## src/hw/mcalu_pkg.sv

```systemverilog
// Operand, tag and opcode types, opcode encodings, multiplier constants and state enum
package mcalu_pkg;

  // Operand and result word
  typedef logic [31:0] word_t;

  // Opcode with bit 4 complex, bit 3 alternate and bits 2:0 function
  typedef logic [4:0] op_t;

  // Reorder-buffer tag
  typedef logic [6:0] rob_id_t;

  // Physical destination register
  typedef logic [5:0] reg_idx_t;

  // Single-cycle operations
  localparam op_t OP_ADD  = 5'b00000;
  localparam op_t OP_SUB  = 5'b01000;  // Alternate of ADD
  localparam op_t OP_SLL  = 5'b00001;
  localparam op_t OP_SLT  = 5'b00010;
  localparam op_t OP_SLTU = 5'b00011;
  localparam op_t OP_XOR  = 5'b00100;
  localparam op_t OP_SEQ  = 5'b01100;  // Alternate of XOR
  localparam op_t OP_SRA  = 5'b00101;
  localparam op_t OP_SRL  = 5'b01101;  // Alternate of SRA
  localparam op_t OP_OR   = 5'b00110;
  localparam op_t OP_AND  = 5'b00111;

  // Multiplies with bits 1:0 picking the variant
  localparam op_t OP_MUL    = 5'b10000;  // Low word
  localparam op_t OP_MULH   = 5'b10001;  // Signed x signed, high word
  localparam op_t OP_MULHSU = 5'b10010;  // Signed x unsigned, high word
  localparam op_t OP_MULHU  = 5'b10011;  // Unsigned x unsigned, high word

  // Radix-4 Booth iterations for 32-bit operands
  localparam int MUL_STEPS = 16;

  // Width of the Booth step counter
  localparam int MUL_CNT_W = $clog2(MUL_STEPS);

  typedef enum logic [1:0] {
    MUL_IDLE,   // Waits and takes the first step on start
    MUL_RUN,    // Remaining Booth steps
    MUL_FINAL,  // Unsigned correction and word select
    MUL_DONE    // Result held until retire
  } mul_state_t;

endpackage
```

## src/hw/mcalu_top.sv

```systemverilog
// Top of the multi-cycle execution unit with latch, ALU, multiplier and result buffer
`timescale 1ns/1ps

module mcalu_top (
  input  logic                  clk,
  input  logic                  rst_n,
  input  logic                  flush,
  input  logic                  issue_valid,
  output logic                  issue_ready,
  input  mcalu_pkg::op_t        issue_op,
  input  mcalu_pkg::rob_id_t    issue_rob_id,
  input  mcalu_pkg::reg_idx_t   issue_rd,
  input  mcalu_pkg::word_t      issue_op1,
  input  mcalu_pkg::word_t      issue_op2,
  output logic                  wb_valid,
  input  logic                  wb_ready,
  output mcalu_pkg::rob_id_t    wb_rob_id,
  output mcalu_pkg::reg_idx_t   wb_rd,
  output mcalu_pkg::word_t      wb_result
);
  import mcalu_pkg::*;

  logic     alu_valid;
  logic     mul_valid;
  logic     mul_done;
  logic     retire;
  op_t      exec_op;
  word_t    exec_op1;
  word_t    exec_op2;
  rob_id_t  exec_rob_id;
  reg_idx_t exec_rd;
  word_t    alu_result;
  word_t    mul_result;

  mcalu_issue_latch mcalu_issue_latch_inst (
    .clk          (clk),
    .rst_n        (rst_n),
    .flush        (flush),
    .issue_valid  (issue_valid),
    .issue_ready  (issue_ready),
    .issue_op     (issue_op),
    .issue_rob_id (issue_rob_id),
    .issue_rd     (issue_rd),
    .issue_op1    (issue_op1),
    .issue_op2    (issue_op2),
    .retire       (retire),
    .alu_valid    (alu_valid),
    .mul_valid    (mul_valid),
    .exec_op      (exec_op),
    .exec_op1     (exec_op1),
    .exec_op2     (exec_op2),
    .exec_rob_id  (exec_rob_id),
    .exec_rd      (exec_rd)
  );

  simple_alu simple_alu_inst (
    .exec_op    (exec_op),
    .exec_op1   (exec_op1),
    .exec_op2   (exec_op2),
    .alu_result (alu_result)
  );

  booth_multiplier booth_multiplier_inst (
    .clk        (clk),
    .rst_n      (rst_n),
    .flush      (flush),
    .mul_valid  (mul_valid),
    .exec_op    (exec_op),
    .exec_op1   (exec_op1),
    .exec_op2   (exec_op2),
    .retire     (retire),
    .mul_done   (mul_done),
    .mul_result (mul_result)
  );

  mcalu_result_buffer mcalu_result_buffer_inst (
    .clk         (clk),
    .rst_n       (rst_n),
    .flush       (flush),
    .alu_valid   (alu_valid),
    .alu_result  (alu_result),
    .mul_done    (mul_done),
    .mul_result  (mul_result),
    .exec_rob_id (exec_rob_id),
    .exec_rd     (exec_rd),
    .wb_ready    (wb_ready),
    .retire      (retire),
    .wb_valid    (wb_valid),
    .wb_rob_id   (wb_rob_id),
    .wb_rd       (wb_rd),
    .wb_result   (wb_result)
  );

endmodule

```

## src/hw/mcalu_result_buffer.sv

```systemverilog
// One-entry result buffer that retires finished operations toward writeback
`timescale 1ns/1ps

module mcalu_result_buffer (
  input  logic                  clk,
  input  logic                  rst_n,
  input  logic                  flush,
  input  logic                  alu_valid,
  input  mcalu_pkg::word_t      alu_result,
  input  logic                  mul_done,
  input  mcalu_pkg::word_t      mul_result,
  input  mcalu_pkg::rob_id_t    exec_rob_id,
  input  mcalu_pkg::reg_idx_t   exec_rd,
  input  logic                  wb_ready,
  output logic                  retire,
  output logic                  wb_valid,
  output mcalu_pkg::rob_id_t    wb_rob_id,
  output mcalu_pkg::reg_idx_t   wb_rd,
  output mcalu_pkg::word_t      wb_result
);
  import mcalu_pkg::*;

  logic drain;
  logic finishing;

  assign drain     = wb_valid & wb_ready;
  assign finishing = alu_valid | mul_done;  // Never both

  // Room when empty or leaving this cycle
  assign retire = finishing & (~wb_valid | drain) & ~flush;

  // wb_valid is the full flag itself
  always_ff @(posedge clk or negedge rst_n) begin
    if (!rst_n) begin
      wb_valid <= 1'b0;
    end else if (flush) begin
      wb_valid <= 1'b0;
    end else if (retire) begin
      wb_valid <= 1'b1;
    end else if (drain) begin
      wb_valid <= 1'b0;
    end
  end

  // Payload only moves on retire, so it holds under back-pressure
  always_ff @(posedge clk) begin
    if (retire) begin
      wb_rob_id <= exec_rob_id;
      wb_rd     <= exec_rd;
      if (mul_done) begin
        wb_result <= mul_result;
      end else begin
        wb_result <= alu_result;
      end
    end
  end

endmodule

```

## src/hw/booth_multiplier.sv

```systemverilog
// Sequential radix-4 Booth multiplier for MUL, MULH, MULHSU and MULHU
`timescale 1ns/1ps

module booth_multiplier (
  input  logic              clk,
  input  logic              rst_n,
  input  logic              flush,
  input  logic              mul_valid,
  input  mcalu_pkg::op_t    exec_op,
  input  mcalu_pkg::word_t  exec_op1,
  input  mcalu_pkg::word_t  exec_op2,
  input  logic              retire,
  output logic              mul_done,
  output mcalu_pkg::word_t  mul_result
);
  import mcalu_pkg::*;

  mul_state_t             state;
  logic [MUL_CNT_W-1:0]   step_cnt;

  // Upper 34 bits partial product, lower 32 bits multiplier then product low bits
  logic [65:0] acc;
  logic        x0;   // Bit shifted out by the previous step
  logic        inv;  // Pending +1 of the previous negated partial product

  logic        start;
  logic        stepping;
  logic        op1_signed;
  logic        op2_signed;
  logic [33:0] mcand;
  logic [65:0] step_in;
  logic        x0_in;
  logic        inv_in;
  logic [2:0]  booth_bits;
  logic [33:0] pp_mag;
  logic        pp_neg;
  logic [65:0] step_shr;
  logic [65:0] step_out;
  logic [33:0] corr;
  logic [65:0] final_shr;
  logic [65:0] final_sum;

  assign start    = (state == MUL_IDLE) & mul_valid;
  assign stepping = start | (state == MUL_RUN);
  assign mul_done = (state == MUL_DONE);

  assign op1_signed = exec_op[1] ^ exec_op[0];   // MULH, MULHSU
  assign op2_signed = ~exec_op[1] & exec_op[0];  // MULH only
  assign mcand      = {{2{op1_signed & exec_op1[31]}}, exec_op1};

  // First step runs straight from the operands while idle
  assign step_in = (state == MUL_IDLE) ? {34'b0, exec_op2} : acc;
  assign x0_in   = (state == MUL_IDLE) ? 1'b0 : x0;
  assign inv_in  = (state == MUL_IDLE) ? 1'b0 : inv;

  assign booth_bits = {step_in[1:0], x0_in};

  always_comb begin
    case (booth_bits)
      3'b001, 3'b010, 3'b101, 3'b110: pp_mag = mcand;              // +/-1
      3'b011, 3'b100:                 pp_mag = {mcand[32:0], 1'b0}; // +/-2
      default:                        pp_mag = '0;
    endcase
  end

  assign pp_neg = booth_bits[2] & ~(booth_bits[1] & booth_bits[0]);

  // Shift first, then add at the top; the +1 of the last negation lands at bit 30
  assign step_shr = $signed(step_in) >>> 2;
  assign step_out = step_shr + {pp_mag ^ {34{pp_neg}}, 1'b0, inv_in, 30'b0};

  // Booth treats op2 as signed, so add op1 back when op2 is unsigned with MSB set
  assign corr      = (x0 & ~op2_signed) ? mcand : '0;
  assign final_shr = $signed(acc) >>> 2;
  assign final_sum = final_shr + {corr, 1'b0, inv, 30'b0};

  always_ff @(posedge clk or negedge rst_n) begin
    if (!rst_n) begin
      state    <= MUL_IDLE;
      step_cnt <= '0;
    end else if (flush) begin
      state    <= MUL_IDLE;
      step_cnt <= '0;
    end else begin
      case (state)
        MUL_IDLE: begin
          if (mul_valid) begin
            state    <= MUL_RUN;
            step_cnt <= {{(MUL_CNT_W-1){1'b0}}, 1'b1};  // One step already taken
          end
        end
        MUL_RUN: begin
          step_cnt <= step_cnt + 1'b1;
          if (step_cnt == MUL_CNT_W'(MUL_STEPS - 1)) begin
            state <= MUL_FINAL;
          end
        end
        MUL_FINAL: state <= MUL_DONE;
        MUL_DONE: begin
          if (retire) begin
            state <= MUL_IDLE;
          end
        end
        default: state <= MUL_IDLE;
      endcase
    end
  end

  always_ff @(posedge clk) begin
    if (stepping) begin
      acc <= step_out;
      x0  <= step_in[1];
      inv <= pp_neg;
    end
    if (state == MUL_FINAL) begin
      mul_result <= (exec_op[1:0] == 2'b00) ? final_sum[31:0] : final_sum[63:32];
    end
  end

endmodule

```

## src/hw/simple_alu.sv

```systemverilog
// Combinational single-cycle integer operations on the held operands
`timescale 1ns/1ps

module simple_alu (
  input  mcalu_pkg::op_t    exec_op,
  input  mcalu_pkg::word_t  exec_op1,
  input  mcalu_pkg::word_t  exec_op2,
  output mcalu_pkg::word_t  alu_result
);
  import mcalu_pkg::*;

  logic [4:0] shamt;
  logic       alt;
  word_t      sra_res;
  logic       lt_signed;
  logic       lt_unsigned;

  assign shamt = exec_op2[4:0];  // RV32 shift amount
  assign alt   = exec_op[3];

  // Signed and unsigned views of the operands
  assign sra_res     = $signed(exec_op1) >>> shamt;
  assign lt_signed   = $signed(exec_op1) < $signed(exec_op2);
  assign lt_unsigned = exec_op1 < exec_op2;

  always_comb begin
    case (exec_op[2:0])
      3'b000: begin
        if (alt) begin
          alu_result = exec_op1 - exec_op2;  // SUB
        end else begin
          alu_result = exec_op1 + exec_op2;
        end
      end
      3'b001: alu_result = exec_op1 << shamt;
      3'b010: alu_result = {31'b0, lt_signed};
      3'b011: alu_result = {31'b0, lt_unsigned};
      3'b100: begin
        if (alt) begin
          alu_result = {31'b0, exec_op1 == exec_op2};  // SEQ
        end else begin
          alu_result = exec_op1 ^ exec_op2;
        end
      end
      3'b101: begin
        if (alt) begin
          alu_result = exec_op1 >> shamt;  // SRL
        end else begin
          alu_result = sra_res;
        end
      end
      3'b110: alu_result = exec_op1 | exec_op2;
      default: alu_result = exec_op1 & exec_op2;
    endcase
  end

endmodule

```

## src/hw/mcalu_issue_latch.sv

```systemverilog
// Issue latch holding one operation from the reservation station until it retires
`timescale 1ns/1ps

module mcalu_issue_latch (
  input  logic                  clk,
  input  logic                  rst_n,
  input  logic                  flush,
  input  logic                  issue_valid,
  output logic                  issue_ready,
  input  mcalu_pkg::op_t        issue_op,
  input  mcalu_pkg::rob_id_t    issue_rob_id,
  input  mcalu_pkg::reg_idx_t   issue_rd,
  input  mcalu_pkg::word_t      issue_op1,
  input  mcalu_pkg::word_t      issue_op2,
  input  logic                  retire,
  output logic                  alu_valid,
  output logic                  mul_valid,
  output mcalu_pkg::op_t        exec_op,
  output mcalu_pkg::word_t      exec_op1,
  output mcalu_pkg::word_t      exec_op2,
  output mcalu_pkg::rob_id_t    exec_rob_id,
  output mcalu_pkg::reg_idx_t   exec_rd
);
  import mcalu_pkg::*;

  logic full;
  logic accept;

  // A retiring operation frees the slot on the same edge
  assign issue_ready = (~full | retire) & ~flush;
  assign accept      = issue_valid & issue_ready;

  always_ff @(posedge clk or negedge rst_n) begin
    if (!rst_n) begin
      full <= 1'b0;
    end else if (flush) begin
      full <= 1'b0;
    end else if (accept) begin
      full <= 1'b1;
    end else if (retire) begin
      full <= 1'b0;
    end
  end

  always_ff @(posedge clk) begin
    if (accept) begin
      exec_op     <= issue_op;
      exec_op1    <= issue_op1;
      exec_op2    <= issue_op2;
      exec_rob_id <= issue_rob_id;
      exec_rd     <= issue_rd;
    end
  end

  // Complex bit routes the held op to one engine
  assign alu_valid = full & ~exec_op[4];
  assign mul_valid = full & exec_op[4];

endmodule

```

## config.mk

```make
export PLATFORM = sky130hd
export DESIGN_NAME = mcalu_top
export DESIGN_NICKNAME = d
export VERILOG_FILES = /design/src/hw/mcalu_pkg.sv /design/src/hw/mcalu_top.sv /design/src/hw/mcalu_result_buffer.sv /design/src/hw/booth_multiplier.sv /design/src/hw/simple_alu.sv /design/src/hw/mcalu_issue_latch.sv
export SDC_FILE = /design/constraint.sdc
export NUM_CORES = 1
export LEC_CHECK = 0
export ABC_AREA = 1
export BUFFER_PORTS_ARGS = -buffer_cell sky130_fd_sc_hd__buf_2
export CORE_UTILIZATION = 45
export DETAILED_ROUTE_END_ITERATION = 12
export PLACE_DENSITY = 0.67
export SETUP_SLACK_MARGIN = 0.1
export SLEW_MARGIN = 40
export SYNTH_ARGS = -nofsm -noshare
export SYNTH_HDL_FRONTEND = slang
export SYNTH_HIERARCHICAL = 1
export SYNTH_SLANG_ARGS = --single-unit
```

## constraint.sdc

```tcl
create_clock -name clk -period 6.8 [get_ports clk]
set_input_delay 1.02 -clock clk [delete_from_list [all_inputs] [get_ports clk]]
set_output_delay 1.02 -clock clk [all_outputs]
set_load 0.02 [all_outputs]
```

==> results_dict.tcl, run 1 <==
set metrics [dict create \
    path_clk_slew_ps 60 \
    htreeDepth 1 \
    synth_cell_types 56 \
    path_delay_family "buffers and inverters" \
    initial_core_util 0.455 \
    leakage_nw 13.3 \
    diodes 0 \
    finalHoldViolations 0 \
    start_kind "flop" \
    clock-sinks 235 \
    pwr-share-comb 0.630 \
    cts_tree "done" \
    seq_area_frac_synth 0.286 \
    synth-async-reset-ratio 0.0340 \
    clock-skew-final_ps 43.3 \
    rsz0062_at_grt "false" \
    post_cts_buffers 0 \
    wl_um 96200 \
    final_layout_size_suffix_gt1_frac 0.0911 \
    final_area_um2 26600 \
    cp_max_fo 37 \
    status "finished clean" \
    path_cells "inv_1, ha_2, buf_4, o21ai_0, inv_1, ha_1, inv_1, nand2_2, clkinv_2, xor2_1, ha_1, nand2_1, nor2_1, nand2_1, clkinv_1, nand4_1, nand3_2, nand2_1, nand3_1, nand2_1" \
    required_ps 7110 \
    wl_per_cell_um 21.2 \
    numPortBuffers 133 \
    die_x_um 235 \
    relSlewSlack 0.441 \
    switching_share 0.508 \
    endpoint_kind "flop" \
    report.final.setup_viol 0 \
    antenna_left 0 \
    final_common_cell "nand2_1" \
    vias_per_cell 5.61 \
    layout_common_cells "nand2_1, inv_1, nand3_1" \
    irDropWorstVdd_mv 0.422 \
    crit_buf_inv 6 \
    critical_path_depth 20 \
    syn-cell-area_um2 24500 \
    clock_latency_ps 600 \
    root_buffer "clkbuf_16" \
    clockBufferDepth 3 \
    gp_congestion 1.07 \
    seq_power_share 0.225 \
    first_global_vias 24054 \
    synth_enable_flop_cells 227 \
    drt_pass1_iterations 6 \
    maxSlewViolCount 0 \
    worst_pin_slew_ps 838 \
    cts-resized-gates 0 \
    dieArea_um2 55400 \
    max_stage_delay_ps 580 \
    cp_data_arrival_time_ps 4920 \
    period_share 0.678 \
    cp_common_cell "nand2_1" \
    die_h_um 235 \
    finalNetCount 4085 \
    tns_ps 0 \
    setup.worst_path.start "booth_multiplier_inst/state[0]" \
    syn_avg_cell_area_um2 6.51 \
    antenna_found_initial 1 \
    yosys_warnings 6 \
    ys_ff_latch 235 \
    fp-row-count 85 \
    intPower_mw 5.62 \
    clock.fmax_mhz 217 \
    grt_pass1_wl_um 144000 \
    fin_crit_ps 4610 \
    slowest_stage "clkinv_2" \
    r2r_end "booth_multiplier_inst/acc[57]" \
    power_density_nw_per_um2 430 \
    rr_worst_depth 20 \
    p_clk_frac 0.145 \
    crit_end "booth_multiplier_inst/acc[57]" \
    hp-class "in2async" \
    synth_cells 3763 \
    place_area_um2 25600 \
    drc 0 \
    drtIter0Drc 3006 \
    worstSetupPathType "reg2reg" \
    hold_buffers 0 \
    syn_nets 4026 \
    rr_startpoint "booth_multiplier_inst/state[0]" \
    gr-total-overflow 0 \
    core-area_um2 53800 \
    r2r_slack_ps 2190 \
    track_usage 0.343 \
    dp_hpwl_um 75400 \
    areaGrowthSynthToFinish_pct 8.45 \
    vias 25481 \
    max_cap_violations 0 \
    grt_max_degree 72 \
    ios 134 \
    p_sw_mw 5.80 \
    cts_buffers 28 \
    synth_ff_type "edfxtp_1" \
]
==> cell type report <==
cell class | count | area, µm²
inverter | 553 | 2080
timing repair buffer | 169 | 960
clock inverter | 19 | 260
tap | 696 | 871
fill | 5643 | 27200
sequential | 235 | 7020
multi-input combinational | 2835 | 14600
clock buffer | 33 | 741
==> sequential cells by signal (all words and copies together), names as in the netlist <==
| name | cells |
|---|---|
| mcalu_result_buffer_inst/wb_valid | 1 |
| mcalu_issue_latch_inst/exec_op2 | 32 |
| mcalu_issue_latch_inst/exec_rd | 6 |
| mcalu_issue_latch_inst/exec_op | 5 |
| booth_multiplier_inst/x0 | 1 |
| mcalu_issue_latch_inst/exec_op1 | 32 |
| mcalu_result_buffer_inst/wb_rd | 6 |
| booth_multiplier_inst/mul_result | 32 |
| mcalu_issue_latch_inst/full | 1 |
| booth_multiplier_inst/acc | 66 |
| mcalu_result_buffer_inst/wb_result | 32 |
| booth_multiplier_inst/inv | 1 |
| mcalu_result_buffer_inst/wb_rob_id | 7 |
| booth_multiplier_inst/state | 2 |
| booth_multiplier_inst/step_cnt | 4 |
| mcalu_issue_latch_inst/exec_rob_id | 7 |
==> worst min path at each step <==
| stage | from | endpoint | slack [ps] | cells after the start |
|---|---|---|---|---|
| 2_1_floorplan | mcalu_issue_latch_inst/exec_rd[0] | mcalu_result_buffer_inst/wb_rd[0] | 400 | 0 |
| 3_3_place_gp | mcalu_issue_latch_inst/exec_rob_id[1] | mcalu_result_buffer_inst/wb_rob_id[1] | 400 | 0 |
| 4_1_cts | rst_n | booth_multiplier_inst/step_cnt[3] | 290 | 1 |
| 6_report | rst_n | booth_multiplier_inst/step_cnt[3] | 300 | 1 |
| 5_1_grt | rst_n | booth_multiplier_inst/step_cnt[3] | 300 | 1 |
| 3_5_place_dp | mcalu_issue_latch_inst/exec_rob_id[6] | mcalu_result_buffer_inst/wb_rob_id[6] | 400 | 0 |
==> synthesized netlist by cell type, drive strengths merged, types with 21 or more instances <==
| cell type | n | area, µm² |
|---|---|---|
| inv | 551 | 2070 |
| nor2 | 370 | 1460 |
| o211ai | 21 | 168 |
| nand3 | 388 | 1990 |
| nand2 | 1172 | 4460 |
| o21ai | 223 | 1260 |
| o21a | 21 | 165 |
| a21oi | 219 | 1130 |
| edfxtp | 227 | 6820 |
| xor2 | 51 | 454 |
| buf | 97 | 636 |
| clkbuf | 43 | 166 |
| o22ai | 36 | 225 |
| ha | 174 | 2180 |
| nor3 | 35 | 200 |
==> cell families (layout without fill, tap and decap cells) <==
logic type	after synthesis	count (layout)	share of synthesized area
XOR/XNOR	60	60	0.0218
AO/OA/AOI/OAI	570	570	0.136
flip-flops	235	235	0.286
multiplexers	3	3	0.00123
buffers and inverters	693	774	0.118
AND/OR/NAND/NOR	2026	2026	0.347
adder cells (fa/ha/maj)	176	176	0.0905
==> worst reg2reg max path, delay by kind of cell, from the launching register on <==
family,cells,cell delay (ps)
adders and majority gates,3,790
buffers and inverters,6,1310
AOI/OAI and AO/OA,1,280
and+or+nand+nor,9,1160
xor gates and xnor gates,1,380
DFF,1,440
==> per-stage QoR <==
stage,instances,power (mW),setup slack [ps],hold slack (ps),utilization
floorplan,3763,7.84,742,400,-
global placement,4486,9.64,2170,401,0.474
finish,4540,11.4,2190,301,0.494
global route,4540,12.4,1820,296,0.494
CTS,4540,11.3,2120,291,0.494
detailed placement,4488,9.65,2170,405,0.475
==> power groups by stage <==
stage,Combinational [mW],Clock [mW],Sequential (mW)
final,7.20,1.65,2.57
after global routing,8.05,1.72,2.60
after floorplan,5.32,0,2.52
after CTS,7.11,1.67,2.57
after detailed placement,7.06,0,2.59
after global placement,7.05,0,2.59
==> metal layers <==
metal / GRT usage / vias up / share of wire
li1: - / 12331 / -
met1: 0.442 / 11674 / 0.41
met2: 0.548 / 1212 / 0.44
met3: 0.0485 / 264 / 0.079
met4: 0.200 / 0 / 0.065
met5: 0 / - / 0
(Power assumes the default switching activity.)
==> inputs of run 2 (changes only) <==
PLACE_DENSITY = 0.65   (was 0.67)
clock period = 4.8 ns   (was 6.8 ns; I/O delays follow)
==> results_dict.tcl, run 2 (same netlist as run 1, synthesis figures left out) <==
set metrics [dict create \
    status "finished clean" \
    layout_common_cells "nand2_1, inv_1, nand3_1" \
    dieArea_um2 55400 \
    clockBufferDepth 3 \
    endpoint_kind "flop" \
    r2r_slack_ps 720 \
    drt_pass1_iterations 6 \
    max_cap_violations 0 \
    clock.fmax_mhz 245 \
    cts-resized-gates 0 \
    finalHoldViolations 0 \
    gp_congestion 1.09 \
    clock_latency_ps 610 \
    gr-total-overflow 0 \
    cts_tree "done" \
    clock-skew-final_ps 55.6 \
    seq_area_um2 7020 \
    wl_um 101000 \
    die_h_um 235 \
    rr_startpoint "booth_multiplier_inst/state[0]" \
    tns_ps 0 \
    hp-class "in2reg" \
    track_usage 0.361 \
    leakage_nw 13.3 \
    wl_met2_um 45500 \
    start_kind "flop" \
    post_cts_buffers 0 \
    period_share 0.851 \
    root_buffer "clkbuf_16" \
    cts_buffers 28 \
    whs_path_depth 1 \
    cp_data_arrival_time_ps 4410 \
    maxUsedRoutingLayer "met4" \
    maxSlewViolCount 0 \
    wl_per_cell_um 22.3 \
    cp_max_fo 33 \
    largest_register "booth_multiplier_inst/acc" \
    dp_hpwl_um 79900 \
    die_x_um 235 \
    worstSetupPathType "reg2reg" \
    final_area_um2 26600 \
    first_global_vias 24102 \
    grt_pass1_wl_um 150000 \
    multiInputGateArea_um2 14700 \
    rsz0062_at_grt "false" \
    setup.worst_path.start "booth_multiplier_inst/state[0]" \
    wl_met3_um 8220 \
    power_mw 16.1 \
    largest_reg_flops 66 \
    fill_cells 5723 \
    vias 25440 \
    htreeDepth 1 \
    grt_max_degree 81 \
    hold_buffers 1 \
    irDropWorstVdd_mv 0.534 \
    wirelength_met1_um 41600 \
    antenna_left 0 \
    initial_core_util 0.455 \
    final_layout_size_suffix_gt1_frac 0.0937 \
    numPortBuffers 133 \
    ios 134 \
    areaGrowthSynthToFinish_pct 8.71 \
    drc 0 \
    core-area_um2 53800 \
    clock-sinks 235 \
    fp-row-count 85 \
    drtIter0Drc 2905 \
    report.final.setup_viol 0 \
    path_clk_slew_ps 70 \
    vias_per_cell 5.58 \
    required_ps 5130 \
    final_common_cell "nand2_1" \
    antenna_found_initial 2 \
    relSlewSlack 0.439 \
    min-delay-start "issue_op[2]" \
    rr_worst_depth 20 \
    power_density_nw_per_um2 603 \
    finalNetCount 4103 \
    place_area_um2 25700 \
    fin_crit_ps 4080 \
    worst_pin_slew_ps 842 \
]
-- run 2: cell types whose count changed in the layout (fill, tap and decap cells not counted), moves of 2 or more --
cell | before | now
buf_4 | 33 | 48
buf_6 | 1 | 3
bufinv_16 | 5 | 1
clkinv_1 | 4 | 6
clkinv_2 | 3 | 5
-- run 2: critical path, stage by stage, from the launching register on --
cell and delay (ps):
dfrtp_1 450, inv_1 160, ha_4 240, inv_2 50, or2_2 260, o21ai_0 130, inv_1 80, ha_1 220
o21ai_2 140, buf_4 330, o22ai_1 140, xor2_1 170, ha_1 370, a21oi_1 230, o21ai_0 220, a21oi_1 190
nand3_2 190, nand2_1 120, nand2_1 50, nand2_1 60, nand2_1 40
-- run 2: metal layers --
layer,vias up,GRT usage
met1,11709,0.475
li1,12367,-
met2,1130,0.578
met4,0,0.197
met5,-,0
met3,234,0.0434
-- run 2: worst paths after layout --
kind	to
max in group asynchronous	booth_multiplier_inst/state[0]
min	mcalu_issue_latch_inst/exec_op[2]
min reg2reg	mcalu_result_buffer_inst/wb_rd[4]
max reg2reg	booth_multiplier_inst/acc[57]
max	booth_multiplier_inst/acc[57]
min in group asynchronous	booth_multiplier_inst/step_cnt[3]
-- run 2: area by class of cell --
class	instances	area share
Antenna cell	1	0.0000940
Clock inverter	18	0.00545
Sequential cell	235	0.263
Inverter	553	0.0781
Tap cell	696	0.0327
Timing Repair Buffer	187	0.0417
Clock buffer	34	0.0280
Multi-Input combinational cell	2835	0.551
-- run 2: report_power, final --
| part | leakage, nW | total [mW] | switching, mW | internal, mW |
|---|---|---|---|---|
| registers | 2.22 | 3.62 | 0.304 | 3.32 |
| logic | 10.7 | 10.3 | 7.01 | 3.32 |
| clock network | 0.429 | 2.12 | 0.947 | 1.17 |
-- run 2: metrics by stage --
stage,cells,hold WS (ps),util,setup slack (ps)
2_1_floorplan,3763,400,-,758
3_3_place_gp,4505,401,0.478,846
3_5_place_dp,4505,405,0.478,749
4_1_cts,4558,269,0.495,749
5_1_grt,4558,283,0.495,327
6_report,4559,284,0.495,715
